`src/common/id_pkg.sv`:
```
// Decode stage shared definitions
package id_pkg;

    // widths
    localparam int xlen       = 64;
    localparam int ilen       = 32;
    localparam int reg_addr_w = 5;

    // instruction queue
    localparam int queue_depth    = 16;
    localparam int queue_alm_full = 12;                    // ready_in drops at this count
    localparam int queue_ptr_w    = $clog2(queue_depth);
    localparam int queue_cnt_w    = $clog2(queue_depth + 1); // needs to hold full count

    // machine csr numbers
    localparam logic [11:0] csr_mtvec_addr   = 12'h305;
    localparam logic [11:0] csr_mepc_addr    = 12'h341;
    localparam logic [11:0] csr_mcause_addr  = 12'h342;
    localparam logic [11:0] csr_mstatus_addr = 12'h300;

    // full encodings, no operand fields
    localparam logic [ilen-1:0] inst_ecall = 32'h0000_0073;
    localparam logic [ilen-1:0] inst_mret  = 32'h3020_0073;

    // major opcodes, inst[6:0]
    localparam logic [6:0] opc_load   = 7'b000_0011;
    localparam logic [6:0] opc_store  = 7'b010_0011;
    localparam logic [6:0] opc_branch = 7'b110_0011;
    localparam logic [6:0] opc_jalr   = 7'b110_0111;
    localparam logic [6:0] opc_jal    = 7'b110_1111;
    localparam logic [6:0] opc_op     = 7'b011_0011;
    localparam logic [6:0] opc_op_imm = 7'b001_0011;
    localparam logic [6:0] opc_lui    = 7'b011_0111;
    localparam logic [6:0] opc_auipc  = 7'b001_0111;
    localparam logic [6:0] opc_system = 7'b111_0011;

    typedef enum logic [7:0] {
        op_none,                                           // invalid slot or unknown encoding
        op_lui, op_auipc, op_jal, op_jalr,
        op_beq, op_bne, op_blt, op_bge, op_bltu, op_bgeu,
        op_lb, op_lh, op_lw, op_ld, op_lbu, op_lhu, op_lwu,
        op_sb, op_sh, op_sw, op_sd,
        op_addi, op_slti, op_sltiu, op_xori, op_ori, op_andi,
        op_slli, op_srli, op_srai,
        op_add, op_sub, op_sll, op_slt, op_sltu,
        op_xor, op_srl, op_sra, op_or, op_and,
        op_csrrw, op_csrrs,                                // csr read into src_b
        op_ecall, op_mret                                  // trap entry / return
    } op_e;

    typedef enum logic [2:0] {
        fmt_i,
        fmt_s,
        fmt_b,
        fmt_u,
        fmt_j
    } imm_fmt_e;

    // one queue entry, also the fetch input
    typedef struct packed {
        logic [xlen-1:0] pc;
        logic [ilen-1:0] inst;
    } fetch_t;

    // decode slot register
    typedef struct packed {
        logic   valid;
        fetch_t fetch;
    } slot_t;

    // instruction currently in execute
    typedef struct packed {
        logic            valid;
        logic [ilen-1:0] inst;
    } ex_info_t;

    typedef struct packed {
        logic [xlen-1:0] mtvec;
        logic [xlen-1:0] mepc;
        logic [xlen-1:0] mcause;
        logic [xlen-1:0] mstatus;
    } csr_state_t;

    // decoder result
    typedef struct packed {
        op_e                   op;
        imm_fmt_e              imm_fmt;
        logic                  wen;                        // writes rd
        logic [reg_addr_w-1:0] rd;
    } decode_t;

    // towards execute
    typedef struct packed {
        logic                  valid;
        logic [xlen-1:0]       pc;
        logic [ilen-1:0]       inst;
        op_e                   op;
        logic [reg_addr_w-1:0] rd;
        logic                  wen;
        logic [xlen-1:0]       src_a;
        logic [xlen-1:0]       src_b;
        logic [xlen-1:0]       imm;
    } id_out_t;

endpackage
```
`src/hw/id_stage.sv`:
```
// Instruction decode stage top
`timescale 1ns/100ps

module id_stage
    import id_pkg::*;
(
    input  logic                  clk,
    input  logic                  arst_n,
    input  logic                  flush,
    input  logic                  valid_in,
    input  fetch_t                fetch_in,
    output logic                  ready_in,
    input  logic                  ready_out,
    output id_out_t               id_out,
    input  ex_info_t              ex_info,
    input  csr_state_t            csr,
    output logic [reg_addr_w-1:0] rs1_addr,
    output logic [reg_addr_w-1:0] rs2_addr,
    input  logic [xlen-1:0]       rs1_data,
    input  logic [xlen-1:0]       rs2_data
);

    slot_t   slot;                                         // registered decode slot
    decode_t dec;
    logic    stall;                                        // load-use interlock

    id_queue i_id_queue (
        .clk       (clk),
        .arst_n    (arst_n),
        .flush     (flush),
        .valid_in  (valid_in),
        .fetch_in  (fetch_in),
        .ready_in  (ready_in),
        .ready_out (ready_out),
        .stall     (stall),
        .slot      (slot)
    );

    op_decoder i_op_decoder (
        .slot (slot),
        .dec  (dec)
    );

    load_hazard i_load_hazard (
        .slot    (slot),
        .ex_info (ex_info),
        .stall   (stall)
    );

    operand_select i_operand_select (
        .slot     (slot),
        .dec      (dec),
        .stall    (stall),
        .csr      (csr),
        .rs1_data (rs1_data),
        .rs2_data (rs2_data),
        .rs1_addr (rs1_addr),
        .rs2_addr (rs2_addr),
        .id_out   (id_out)
    );

endmodule

```
`src/decode/operand_select.sv`:
```
// Immediate and operand selection
`timescale 1ns/100ps

module operand_select
    import id_pkg::*;
(
    input  slot_t                  slot,
    input  decode_t                dec,
    input  logic                   stall,
    input  csr_state_t             csr,
    input  logic [xlen-1:0]        rs1_data,
    input  logic [xlen-1:0]        rs2_data,
    output logic [reg_addr_w-1:0]  rs1_addr,
    output logic [reg_addr_w-1:0]  rs2_addr,
    output id_out_t                id_out
);

    logic [ilen-1:0] inst;
    logic            sign;
    logic [xlen-1:0] imm;
    logic [xlen-1:0] csr_val;
    logic [xlen-1:0] src_b;

    assign inst     = slot.fetch.inst;
    assign sign     = inst[31];                            // all formats sign from bit 31
    assign rs1_addr = inst[19:15];                         // to external regfile
    assign rs2_addr = inst[24:20];

    always_comb begin
        case (dec.imm_fmt)
            fmt_s:   imm = {{(xlen-12){sign}}, inst[31:25], inst[11:7]};
            fmt_b:   imm = {{(xlen-12){sign}}, inst[7], inst[30:25], inst[11:8], 1'b0};
            fmt_u:   imm = {{(xlen-32){sign}}, inst[31:12], 12'b0};
            fmt_j:   imm = {{(xlen-20){sign}}, inst[19:12], inst[20], inst[30:21], 1'b0};
            default: imm = {{(xlen-12){sign}}, inst[31:20]}; // fmt_i
        endcase
    end

    // csr number sits in the i-immediate field
    always_comb begin
        case (inst[31:20])
            csr_mtvec_addr:   csr_val = csr.mtvec;
            csr_mepc_addr:    csr_val = csr.mepc;
            csr_mcause_addr:  csr_val = csr.mcause;
            csr_mstatus_addr: csr_val = csr.mstatus;
            default:          csr_val = '0;                // unimplemented csr reads zero
        endcase
    end

    always_comb begin
        case (dec.op)
            op_csrrw, op_csrrs: src_b = csr_val;
            op_ecall:           src_b = csr.mtvec;         // trap target
            op_mret:            src_b = csr.mepc;          // return address
            default:            src_b = rs2_data;
        endcase
    end

    always_comb begin
        id_out.valid = slot.valid && !stall;               // bubble while waiting on load
        id_out.pc    = slot.fetch.pc;
        id_out.inst  = inst;
        id_out.op    = dec.op;
        id_out.rd    = dec.rd;
        id_out.wen   = dec.wen;
        id_out.src_a = rs1_data;
        id_out.src_b = src_b;
        id_out.imm   = imm;
    end

endmodule

```
`src/decode/load_hazard.sv`:
```
// Load-use hazard detection
`timescale 1ns/100ps

module load_hazard
    import id_pkg::*;
(
    input  slot_t    slot,
    input  ex_info_t ex_info,
    output logic     stall
);

    logic [reg_addr_w-1:0] ex_rd;
    logic [reg_addr_w-1:0] rs1;
    logic [reg_addr_w-1:0] rs2;
    logic                  ex_is_load;
    logic                  rs2_used;
    logic                  rs1_hit;
    logic                  rs2_hit;

    assign ex_rd = ex_info.inst[11:7];
    assign rs1   = slot.fetch.inst[19:15];
    assign rs2   = slot.fetch.inst[24:20];

    always_comb begin
        ex_is_load = 1'b0;
        if (ex_info.inst[6:0] == opc_load) begin
            case (ex_info.inst[14:12])
                3'b000, 3'b001, 3'b010, 3'b011: ex_is_load = 1'b1; // lb lh lw ld
                3'b100, 3'b101, 3'b110:         ex_is_load = 1'b1; // lbu lhu lwu
                default:                        ex_is_load = 1'b0;
            endcase
        end
    end

    // only branches and reg-reg ops read rs2 as an operand here
    assign rs2_used = (slot.fetch.inst[6:0] == opc_branch) ||
                      (slot.fetch.inst[6:0] == opc_op);

    assign rs1_hit = (ex_rd == rs1);
    assign rs2_hit = (ex_rd == rs2) && rs2_used;

    assign stall = slot.valid && ex_info.valid && ex_is_load && (rs1_hit || rs2_hit);

endmodule

```
`src/decode/op_decoder.sv`:
```
// Instruction opcode decoder
`timescale 1ns/100ps

module op_decoder
    import id_pkg::*;
(
    input  slot_t   slot,
    output decode_t dec
);

    logic [ilen-1:0] inst;
    logic [6:0]      opcode;
    logic [2:0]      funct3;
    logic [6:0]      funct7;
    op_e             op;
    imm_fmt_e        imm_fmt;
    logic            wen;

    assign inst   = slot.fetch.inst;
    assign opcode = inst[6:0];
    assign funct3 = inst[14:12];
    assign funct7 = inst[31:25];

    always_comb begin
        op      = op_none;
        imm_fmt = fmt_i;                                   // default format
        if (slot.valid) begin
            case (opcode)
                opc_lui: begin
                    op      = op_lui;
                    imm_fmt = fmt_u;
                end
                opc_auipc: begin
                    op      = op_auipc;
                    imm_fmt = fmt_u;
                end
                opc_jal: begin
                    op      = op_jal;
                    imm_fmt = fmt_j;
                end
                opc_jalr: begin
                    if (funct3 == 3'b000) op = op_jalr;
                end
                opc_branch: begin
                    imm_fmt = fmt_b;
                    case (funct3)
                        3'b000:  op = op_beq;
                        3'b001:  op = op_bne;
                        3'b100:  op = op_blt;
                        3'b101:  op = op_bge;
                        3'b110:  op = op_bltu;
                        3'b111:  op = op_bgeu;
                        default: op = op_none;
                    endcase
                end
                opc_load: begin
                    case (funct3)
                        3'b000:  op = op_lb;
                        3'b001:  op = op_lh;
                        3'b010:  op = op_lw;
                        3'b011:  op = op_ld;
                        3'b100:  op = op_lbu;
                        3'b101:  op = op_lhu;
                        3'b110:  op = op_lwu;
                        default: op = op_none;
                    endcase
                end
                opc_store: begin
                    imm_fmt = fmt_s;
                    case (funct3)
                        3'b000:  op = op_sb;
                        3'b001:  op = op_sh;
                        3'b010:  op = op_sw;
                        3'b011:  op = op_sd;
                        default: op = op_none;
                    endcase
                end
                opc_op_imm: begin
                    case (funct3)
                        3'b000:  op = op_addi;
                        3'b010:  op = op_slti;
                        3'b011:  op = op_sltiu;
                        3'b100:  op = op_xori;
                        3'b110:  op = op_ori;
                        3'b111:  op = op_andi;
                        3'b001:  op = (inst[31:26] == 6'b000000) ? op_slli : op_none;
                        3'b101: begin                      // 6-bit shamt on rv64
                            if (inst[31:26] == 6'b000000)      op = op_srli;
                            else if (inst[31:26] == 6'b010000) op = op_srai;
                        end
                        default: op = op_none;
                    endcase
                end
                opc_op: begin
                    case ({funct7, funct3})
                        10'b0000000_000: op = op_add;
                        10'b0100000_000: op = op_sub;
                        10'b0000000_001: op = op_sll;
                        10'b0000000_010: op = op_slt;
                        10'b0000000_011: op = op_sltu;
                        10'b0000000_100: op = op_xor;
                        10'b0000000_101: op = op_srl;
                        10'b0100000_101: op = op_sra;
                        10'b0000000_110: op = op_or;
                        10'b0000000_111: op = op_and;
                        default:         op = op_none; // m-extension not decoded
                    endcase
                end
                opc_system: begin
                    if (inst == inst_ecall)     op = op_ecall;
                    else if (inst == inst_mret) op = op_mret;
                    else if (funct3 == 3'b001)  op = op_csrrw;
                    else if (funct3 == 3'b010)  op = op_csrrs;
                end
                default: op = op_none;
            endcase
        end
    end

    // no rd write for branches, stores, trap ops or unknowns
    always_comb begin
        case (op)
            op_none, op_ecall, op_mret,
            op_beq, op_bne, op_blt, op_bge, op_bltu, op_bgeu,
            op_sb, op_sh, op_sw, op_sd: wen = 1'b0;
            default:                    wen = 1'b1;
        endcase
    end

    assign dec = '{op: op, imm_fmt: imm_fmt, wen: wen, rd: inst[11:7]};

endmodule

```
`src/hw/id_queue.sv`:
```
// Fetch queue and decode slot
`timescale 1ns/100ps

module id_queue
    import id_pkg::*;
(
    input  logic   clk,
    input  logic   arst_n,
    input  logic   flush,      // branch flush, empties queue and slot
    input  logic   valid_in,
    input  fetch_t fetch_in,
    output logic   ready_in,
    input  logic   ready_out,
    input  logic   stall,
    output slot_t  slot
);

    fetch_t                 mem [queue_depth];      // entry storage
    logic [queue_ptr_w-1:0] rd_ptr;
    logic [queue_ptr_w-1:0] wr_ptr;
    logic [queue_cnt_w-1:0] count;
    logic                   advance;
    logic                   empty;
    logic                   full;
    logic                   push;
    logic                   pop;

    assign advance  = ready_out && !stall;                 // stage moves on
    assign empty    = (count == '0);
    assign full     = (count == queue_cnt_w'(queue_depth));
    assign push     = valid_in && !full;                   // write into full queue is dropped
    assign pop      = advance && !empty;
    assign ready_in = (count < queue_cnt_w'(queue_alm_full));

    always_ff @(posedge clk) begin
        if (push) begin
            mem[wr_ptr] <= fetch_in;
        end
    end

    always_ff @(posedge clk or negedge arst_n) begin
        if (!arst_n) begin
            rd_ptr <= '0;
            wr_ptr <= '0;
            count  <= '0;
        end else if (flush) begin
            rd_ptr <= '0;                                  // same-cycle write lost too
            wr_ptr <= '0;
            count  <= '0;
        end else begin
            if (push) begin
                wr_ptr <= wr_ptr + 1'b1;                   // wraps at depth
            end
            if (pop) begin
                rd_ptr <= rd_ptr + 1'b1;
            end
            case ({push, pop})
                2'b10:   count <= count + 1'b1;
                2'b01:   count <= count - 1'b1;
                default: count <= count;                   // none or both
            endcase
        end
    end

    // decode slot, loads head on advance
    always_ff @(posedge clk or negedge arst_n) begin
        if (!arst_n) begin
            slot <= '0;
        end else if (flush) begin
            slot <= '0;
        end else if (advance) begin
            if (empty) begin
                slot <= '0;                                // bubble
            end else begin
                slot.valid <= 1'b1;
                slot.fetch <= mem[rd_ptr];
            end
        end
    end

endmodule

```
`config.mk`:
```
export PLATFORM = sky130hd
export DESIGN_NAME = id_stage
export DESIGN_NICKNAME = d
export VERILOG_FILES = /design/src/common/id_pkg.sv /design/src/hw/id_stage.sv /design/src/decode/operand_select.sv /design/src/decode/load_hazard.sv /design/src/decode/op_decoder.sv /design/src/hw/id_queue.sv
export SDC_FILE = /design/constraint.sdc
export NUM_CORES = 2
export LEC_CHECK = 0
export BUFFER_PORTS_ARGS = -buffer_cell sky130_fd_sc_hd__clkbuf_2
export CAP_MARGIN = 20
export CORE_ASPECT_RATIO = 1.25
export CORE_MARGIN = 2
export CORE_UTILIZATION = 45
export DETAILED_ROUTE_END_ITERATION = 12
export GPL_ROUTABILITY_DRIVEN = 0
export PLACE_DENSITY = 0.6
export SYNTH_ARGS = -nofsm -noshare
export SYNTH_HDL_FRONTEND = slang
export SYNTH_SLANG_ARGS = --single-unit
```
`constraint.sdc`:
```
create_clock -name clk -period 12.2 [get_ports clk]
set_input_delay 0.61 -clock clk [delete_from_list [all_inputs] [get_ports clk]]
set_output_delay 0.61 -clock clk [all_outputs]
set_load 0.01 [all_outputs]
```
# Word level (Yosys, flattened, before mapping)

Memory sizes are Yosys's and may differ from the RTL's.
Index checks and enable logic that the tools add are counted.

Logic and storage cells: 126
Flip-flop bits (word level): 110
Bits in writable memories: 1,536
Bits in read-only memories: 64
Memories: 2

Eq/ne operators: 53
Add/subtract/negate cells: 4
Mux-type cells: 34
Reductions and logical operators: 26
Order comparisons: 1

Memories:

| name             | depth | width | read ports | clocked after memory_dff | write ports | RTL line          | RTL |
|---|---|---|---|---|---|---|---|
| i_id_queue.mem   | 16    | 96    | 1          | 0                        | 1           | id_queue.sv:18    | `fetch_t mem [queue_depth];` |
| (name not given) | 64    | 1     | 1          | 0                        | 0           | op_decoder.sv:122 | `case (op)` |

Operators with widths:

| cell                                                               | count |
|---|---|
| 97-bit 2-to-1 mux                                                  | 3 |
| 64-bit case mux with 4 select lines                                | 1 |
| 64-bit case mux with 3 select lines                                | 1 |
| 31-bit case mux with 4 select lines                                | 1 |
| 8-bit case mux with 10 select lines                                | 1 |
| 8-bit case mux with 8 select lines                                 | 1 |
| 6-bit case mux with 10 select lines                                | 1 |
| 12-bit by 10-bit == test with 1-bit output (second input constant) | 4 |
| 10-bit by 3-bit == test with 1-bit output (second input constant)  | 4 |
| 8-bit 2-to-1 mux                                                   | 5 |
| 5-bit case mux with 7 select lines                                 | 1 |
| 32-bit by 30-bit == test with 1-bit output (second input constant) | 1 |
| 32-bit by 7-bit == test with 1-bit output (second input constant)  | 1 |
| 8-bit by 6-bit == test with 1-bit output (second input constant)   | 4 |
| 7-bit == test (second input constant)                              | 4 |
| 3-bit == test (second input constant)                              | 8 |
| 4-bit case mux with 6 select lines                                 | 1 |
| 7-bit by 6-bit == test with 1-bit output (second input constant)   | 3 |
| 10-bit by 2-bit == test with 1-bit output (second input constant)  | 2 |
| 10-bit by 9-bit == test with 1-bit output (second input constant)  | 2 |
| 5-bit case mux with 4 select lines                                 | 1 |
| 3-bit by 2-bit == test with 1-bit output (second input constant)   | 6 |
| 4-bit 2-to-1 mux                                                   | 4 |
| 5-bit 2-to-1 mux                                                   | 3 |
| other kinds (30)                                                   | 55 |

# Longest topological paths before layout

Depth in word-level cells: 12
Mapped depth: 13
Depth with buffers taken out: 12

# Modules after synthesis

From an unflattened synthesis, not the netlist that was laid out.

Cell total of the unflattened synthesis: 3,718
Area total of the unflattened synthesis: 69,271.4 um^2

Modules (own cells, without submodules):

| module         | cells each | instances | area each (um^2) |
|---|---|---|---|
| id_queue       | 2,671      | 1         | 62,237.2 |
| operand_select | 860        | 1         | 5,783.0 |
| op_decoder     | 164        | 1         | 1,088.5 |
| load_hazard    | 23         | 1         | 162.7 |

# Worst setup path after synthesis

OpenSTA, ideal clock, no wires.

Path type: input port to flip-flop
Start point: input valid_in
End point: memory i_id_queue.mem[0][0] (netlist bit) (enable)
Library setup time: 0.465 ns
Cell stages on the path: 4
Slack: 7.912 ns
Buffers on the path: 1
Data arrival time: 3.823 ns
Path through: a21boi_0 > clkbuf_1 > nor3b_1 > and2_1

Cells in the longest elaborated chain, start to end: 3

RTL lines:

| what                                   | RTL line       | RTL |
|---|---|---|
| start, declared                        | id_stage.sv:10 | `input logic valid_in,` |
| 1-bit logical AND                      | id_queue.sv:31 | `assign push = valid_in && !full;` |
| 1-bit 2-to-1 mux                       | id_queue.sv:36 | `if (push) begin` |
| 1-bit 2-to-1 mux (not written as such) | id_queue.sv:37 | `mem[wr_ptr] <= fetch_in;` |
| end, declared                          | id_queue.sv:18 |  |

No other way between the ends.

==> flow_summary.ini <==
[synthesis]
synth-compound-area-share_pct = 4.75
synth-xor-area-share_pct = 0.317
synth-main-ff-cell = edfxtp_1
synth-adder-area-share_pct = 0.175
netlist_instances = 3665
ys_seq_area_share_pct = 71.2
synth-edff-count = 1536
synth_top_family_by_area = multiplexers
syn_area_sq_um = 68600
yosys_warnings = 0
muxShareOfSynthArea_pct = 15.8
syn-mean-instance-area_sq_um = 18.7
ys_types = 73
yosys.area_share.simple_pct = 3.52
synth_seq_cells = 1646
async_flop_share_pct = 6.68

[critical_path]
crit_required_ps = 11590
cp.arrival_ps = 5890
r2r_end = i_id_queue.slot[55]$_DFFE_PN0P_
reg2reg_depth = 8
crit_path_start = i_id_queue.slot[1]$_DFFE_PN0P_
worstSetupPathType = reg -> out
startpoint_type = register
cp_max_fo = 66
reg2reg_slack_ps = 7710
endpoint_kind = output pin
r2r_start = i_id_queue.slot[1]$_DFFE_PN0P_

[timing]
max_freq_mhz = 154
worst_slew_pin_slew_ps = 1080
min_period_over_period_pct = 53.3
hold_slack_ps = 218
slew_headroom_pct = 28.2
setup_viol = 0
hold_viol = 0
rsz0062_at_grt = false
slew_viol_final = 0
finClkSkew_ps = 27.0
post-route-min-period_ps = 6500
setup_tns_ps = 0

[final_layout]
num-fill-cells = 12400
drive_above_1_share_pct = 37.3
area_delta_synth_final_pct = 13.6
final_cell_mix = edfxtp_1 (1,536), clkbuf_2 (683), mux4_2 (480)
nets = 4681
layout_commonest_cell = edfxtp_1

[global_routing]
gr-total-overflow = 0
antenna_found_initial = 37
grt_pass1_vias = 36700
grt_pass1_wl_microns = 285000
grt_max_degree = 136
track_usage_pct = 26.2

[detailed_routing]
post_drt_via_cell_ratio = 5.80
post_drt_wl_per_cell_microns = 32.4
drtPass1Iterations = 6
antenna_left = 0
drc_errors = 0
drt_wl_total_microns = 205000
num_vias = 36700
first_iter_violations = 3527

[worst_hold_path]
hold-path-endpoint = i_id_queue.rd_ptr[2]$_DFFE_PN0P_
hold_path.startpoint = ready_out
min_path_cells = 4
hp-class = in -> reg

[floorplanning]
io_pins = 832
rows = 160
coreArea_sq_um = 152000
dieArea_sq_um = 156000
die_y_microns = 441
start_util_pct = 45.2
die_w_microns = 353

[status]
outcome = complete, no violations

[clock_network]
cts_max_path_buffers = 3
cts.sinks = 1646
clockRootBuffer = clkbuf_16
ctsResizeCount = 0
htreeDepth = 4
clock_latency_ps = 790
cts_tree = yes
cts.clk_slew.worst_paths_ps = 60
cts_buffers = 158

[placed_design]
hpwl_microns = 128000
portBuffers = 684

[power]
p_leak_uw = 0.0259
ir_drop_uv = 115
powerDensity_nw_per_um2 = 182

[flow_run]
drv_cap = 0
## cell usage after synthesis (4+ instances only)
cell / number / area (sq um)
nand2b_1: 6 / 37.5
o21ai_0: 177 / 886
nand3_1: 13 / 65.1
a22o_1: 4 / 35.0
nor3b_1: 4 / 30.0
nor4_1: 10 / 62.6
mux4_2: 480 / 10800
xnor2_1: 11 / 96.3
edfxtp_1: 1536 / 46100
mux2i_1: 6 / 60.1
nand4b_1: 4 / 35.0
ha_1: 8 / 100
buf_6: 7 / 78.8
inv_1: 110 / 413
dfrtp_1: 110 / 2750
a211oi_1: 4 / 30.0
nor2_1: 34 / 128
a41oi_1: 6 / 52.6
nand2_1: 336 / 1260
nor3_1: 16 / 80.1
a21o_1: 14 / 105
nand4_1: 5 / 31.3
clkbuf_1: 161 / 604
and2_1: 21 / 131
a41oi_2: 59 / 960
a21oi_1: 78 / 390
buf_1: 33 / 124
buf_2: 15 / 75.1
a22oi_1: 67 / 503
nand2_2: 30 / 188
xor2_1: 12 / 105
buf_4: 212 / 1590
nor2b_1: 13 / 81.3
or2_2: 5 / 31.3
## layout make-up
type / count / area (sq um) / area share [%]
Multi-Input combinational cell: 1482 / 17000 / 21.8
Inverter: 110 / 413 / 0.529
Clock buffer: 216 / 4370 / 5.60
Timing Repair Buffer: 756 / 4030 / 5.17
Tap cell: 2025 / 2530 / 3.25
Clock inverter: 77 / 747 / 0.958
Sequential cell: 1646 / 48900 / 62.7
Antenna cell: 13 / 32.5 / 0.0417
## repair_timing
item,CTS,global route
setup buffers,0,0
hold buffers,1,0
hold endpoints to repair,23,0
## sequential cells by signal (all words and copies together) (netlist names)
name               cells
i_id_queue.mem      1536
i_id_queue.wr_ptr      4
i_id_queue.slot       97
i_id_queue.count       5
i_id_queue.rd_ptr      4
## report_power, final
| part | switching (uW) | leakage, uW | internal [uW] | total [uW] |
|---|---|---|---|---|
| logic | 1430 | 0.00807 | 1230 | 2660 |
| registers | 248 | 0.0154 | 6420 | 6670 |
| clock network | 2080 | 0.00251 | 2760 | 4840 |
| total | 3770 | 0.0259 | 10400 | 14200 |
## metrics by stage
stage	utilization [%]	area (sq um)	worst slack [ps]	std cells	total power [uW]
final	51.4	78000	5700	6325	14200
after global routing	51.4	78000	5410	6321	14700
after CTS	51.4	77900	5670	6311	14300
after detailed placement	48.0	72800	6530	6017	9500
after global placement	48.0	72800	6590	6017	9480
after floorplan	-	68700	7910	3666	8630
## per-layer routing
| layer | GRT usage (%) | share of wire [%] | up-vias |
|---|---|---|---|
| li1 | - | - | 15500 |
| met1 | 31.5 | 37 | 19400 |
| met2 | 44.9 | 51 | 1431 |
| met3 | 5.91 | 6.5 | 345 |
| met4 | 12.6 | 5.3 | 24 |
| met5 | 0.615 | 0.14 | - |
## critical path: stages (launching register included)
cell and delay, ps:
dfrtp_1 550, nand4bb_1 690, or2_2 600, nor3_1 220, o2bb2ai_1 200, o21ba_2 220, o31a_2 140, buf_4 560
and2_4 470, buf_4 650, a41oi_1 410, clkbuf_2 330
## cell families after synthesis
logic type      count (synthesis)
other cells                     1
buf+inv                       538
flops                        1646
xor+xnor                       24
fa+ha+maj                       9
simple gates                  519
compound gates                442
mux                           486
## worst max path at each step
stage | to | slack (ps) | cells past startpoint
5_1_grt | id_out[79] | 5410 | 11
6_report | id_out[90] | 5700 | 11
3_3_place_gp | id_out[90] | 6590 | 11
4_1_cts | id_out[90] | 5670 | 11
2_1_floorplan | i_id_queue.mem[0][0]$_DFFE_PP_ | 7910 | 4
3_5_place_dp | id_out[90] | 6530 | 11
No activity file was read; power rests on OpenSTA's default activity.
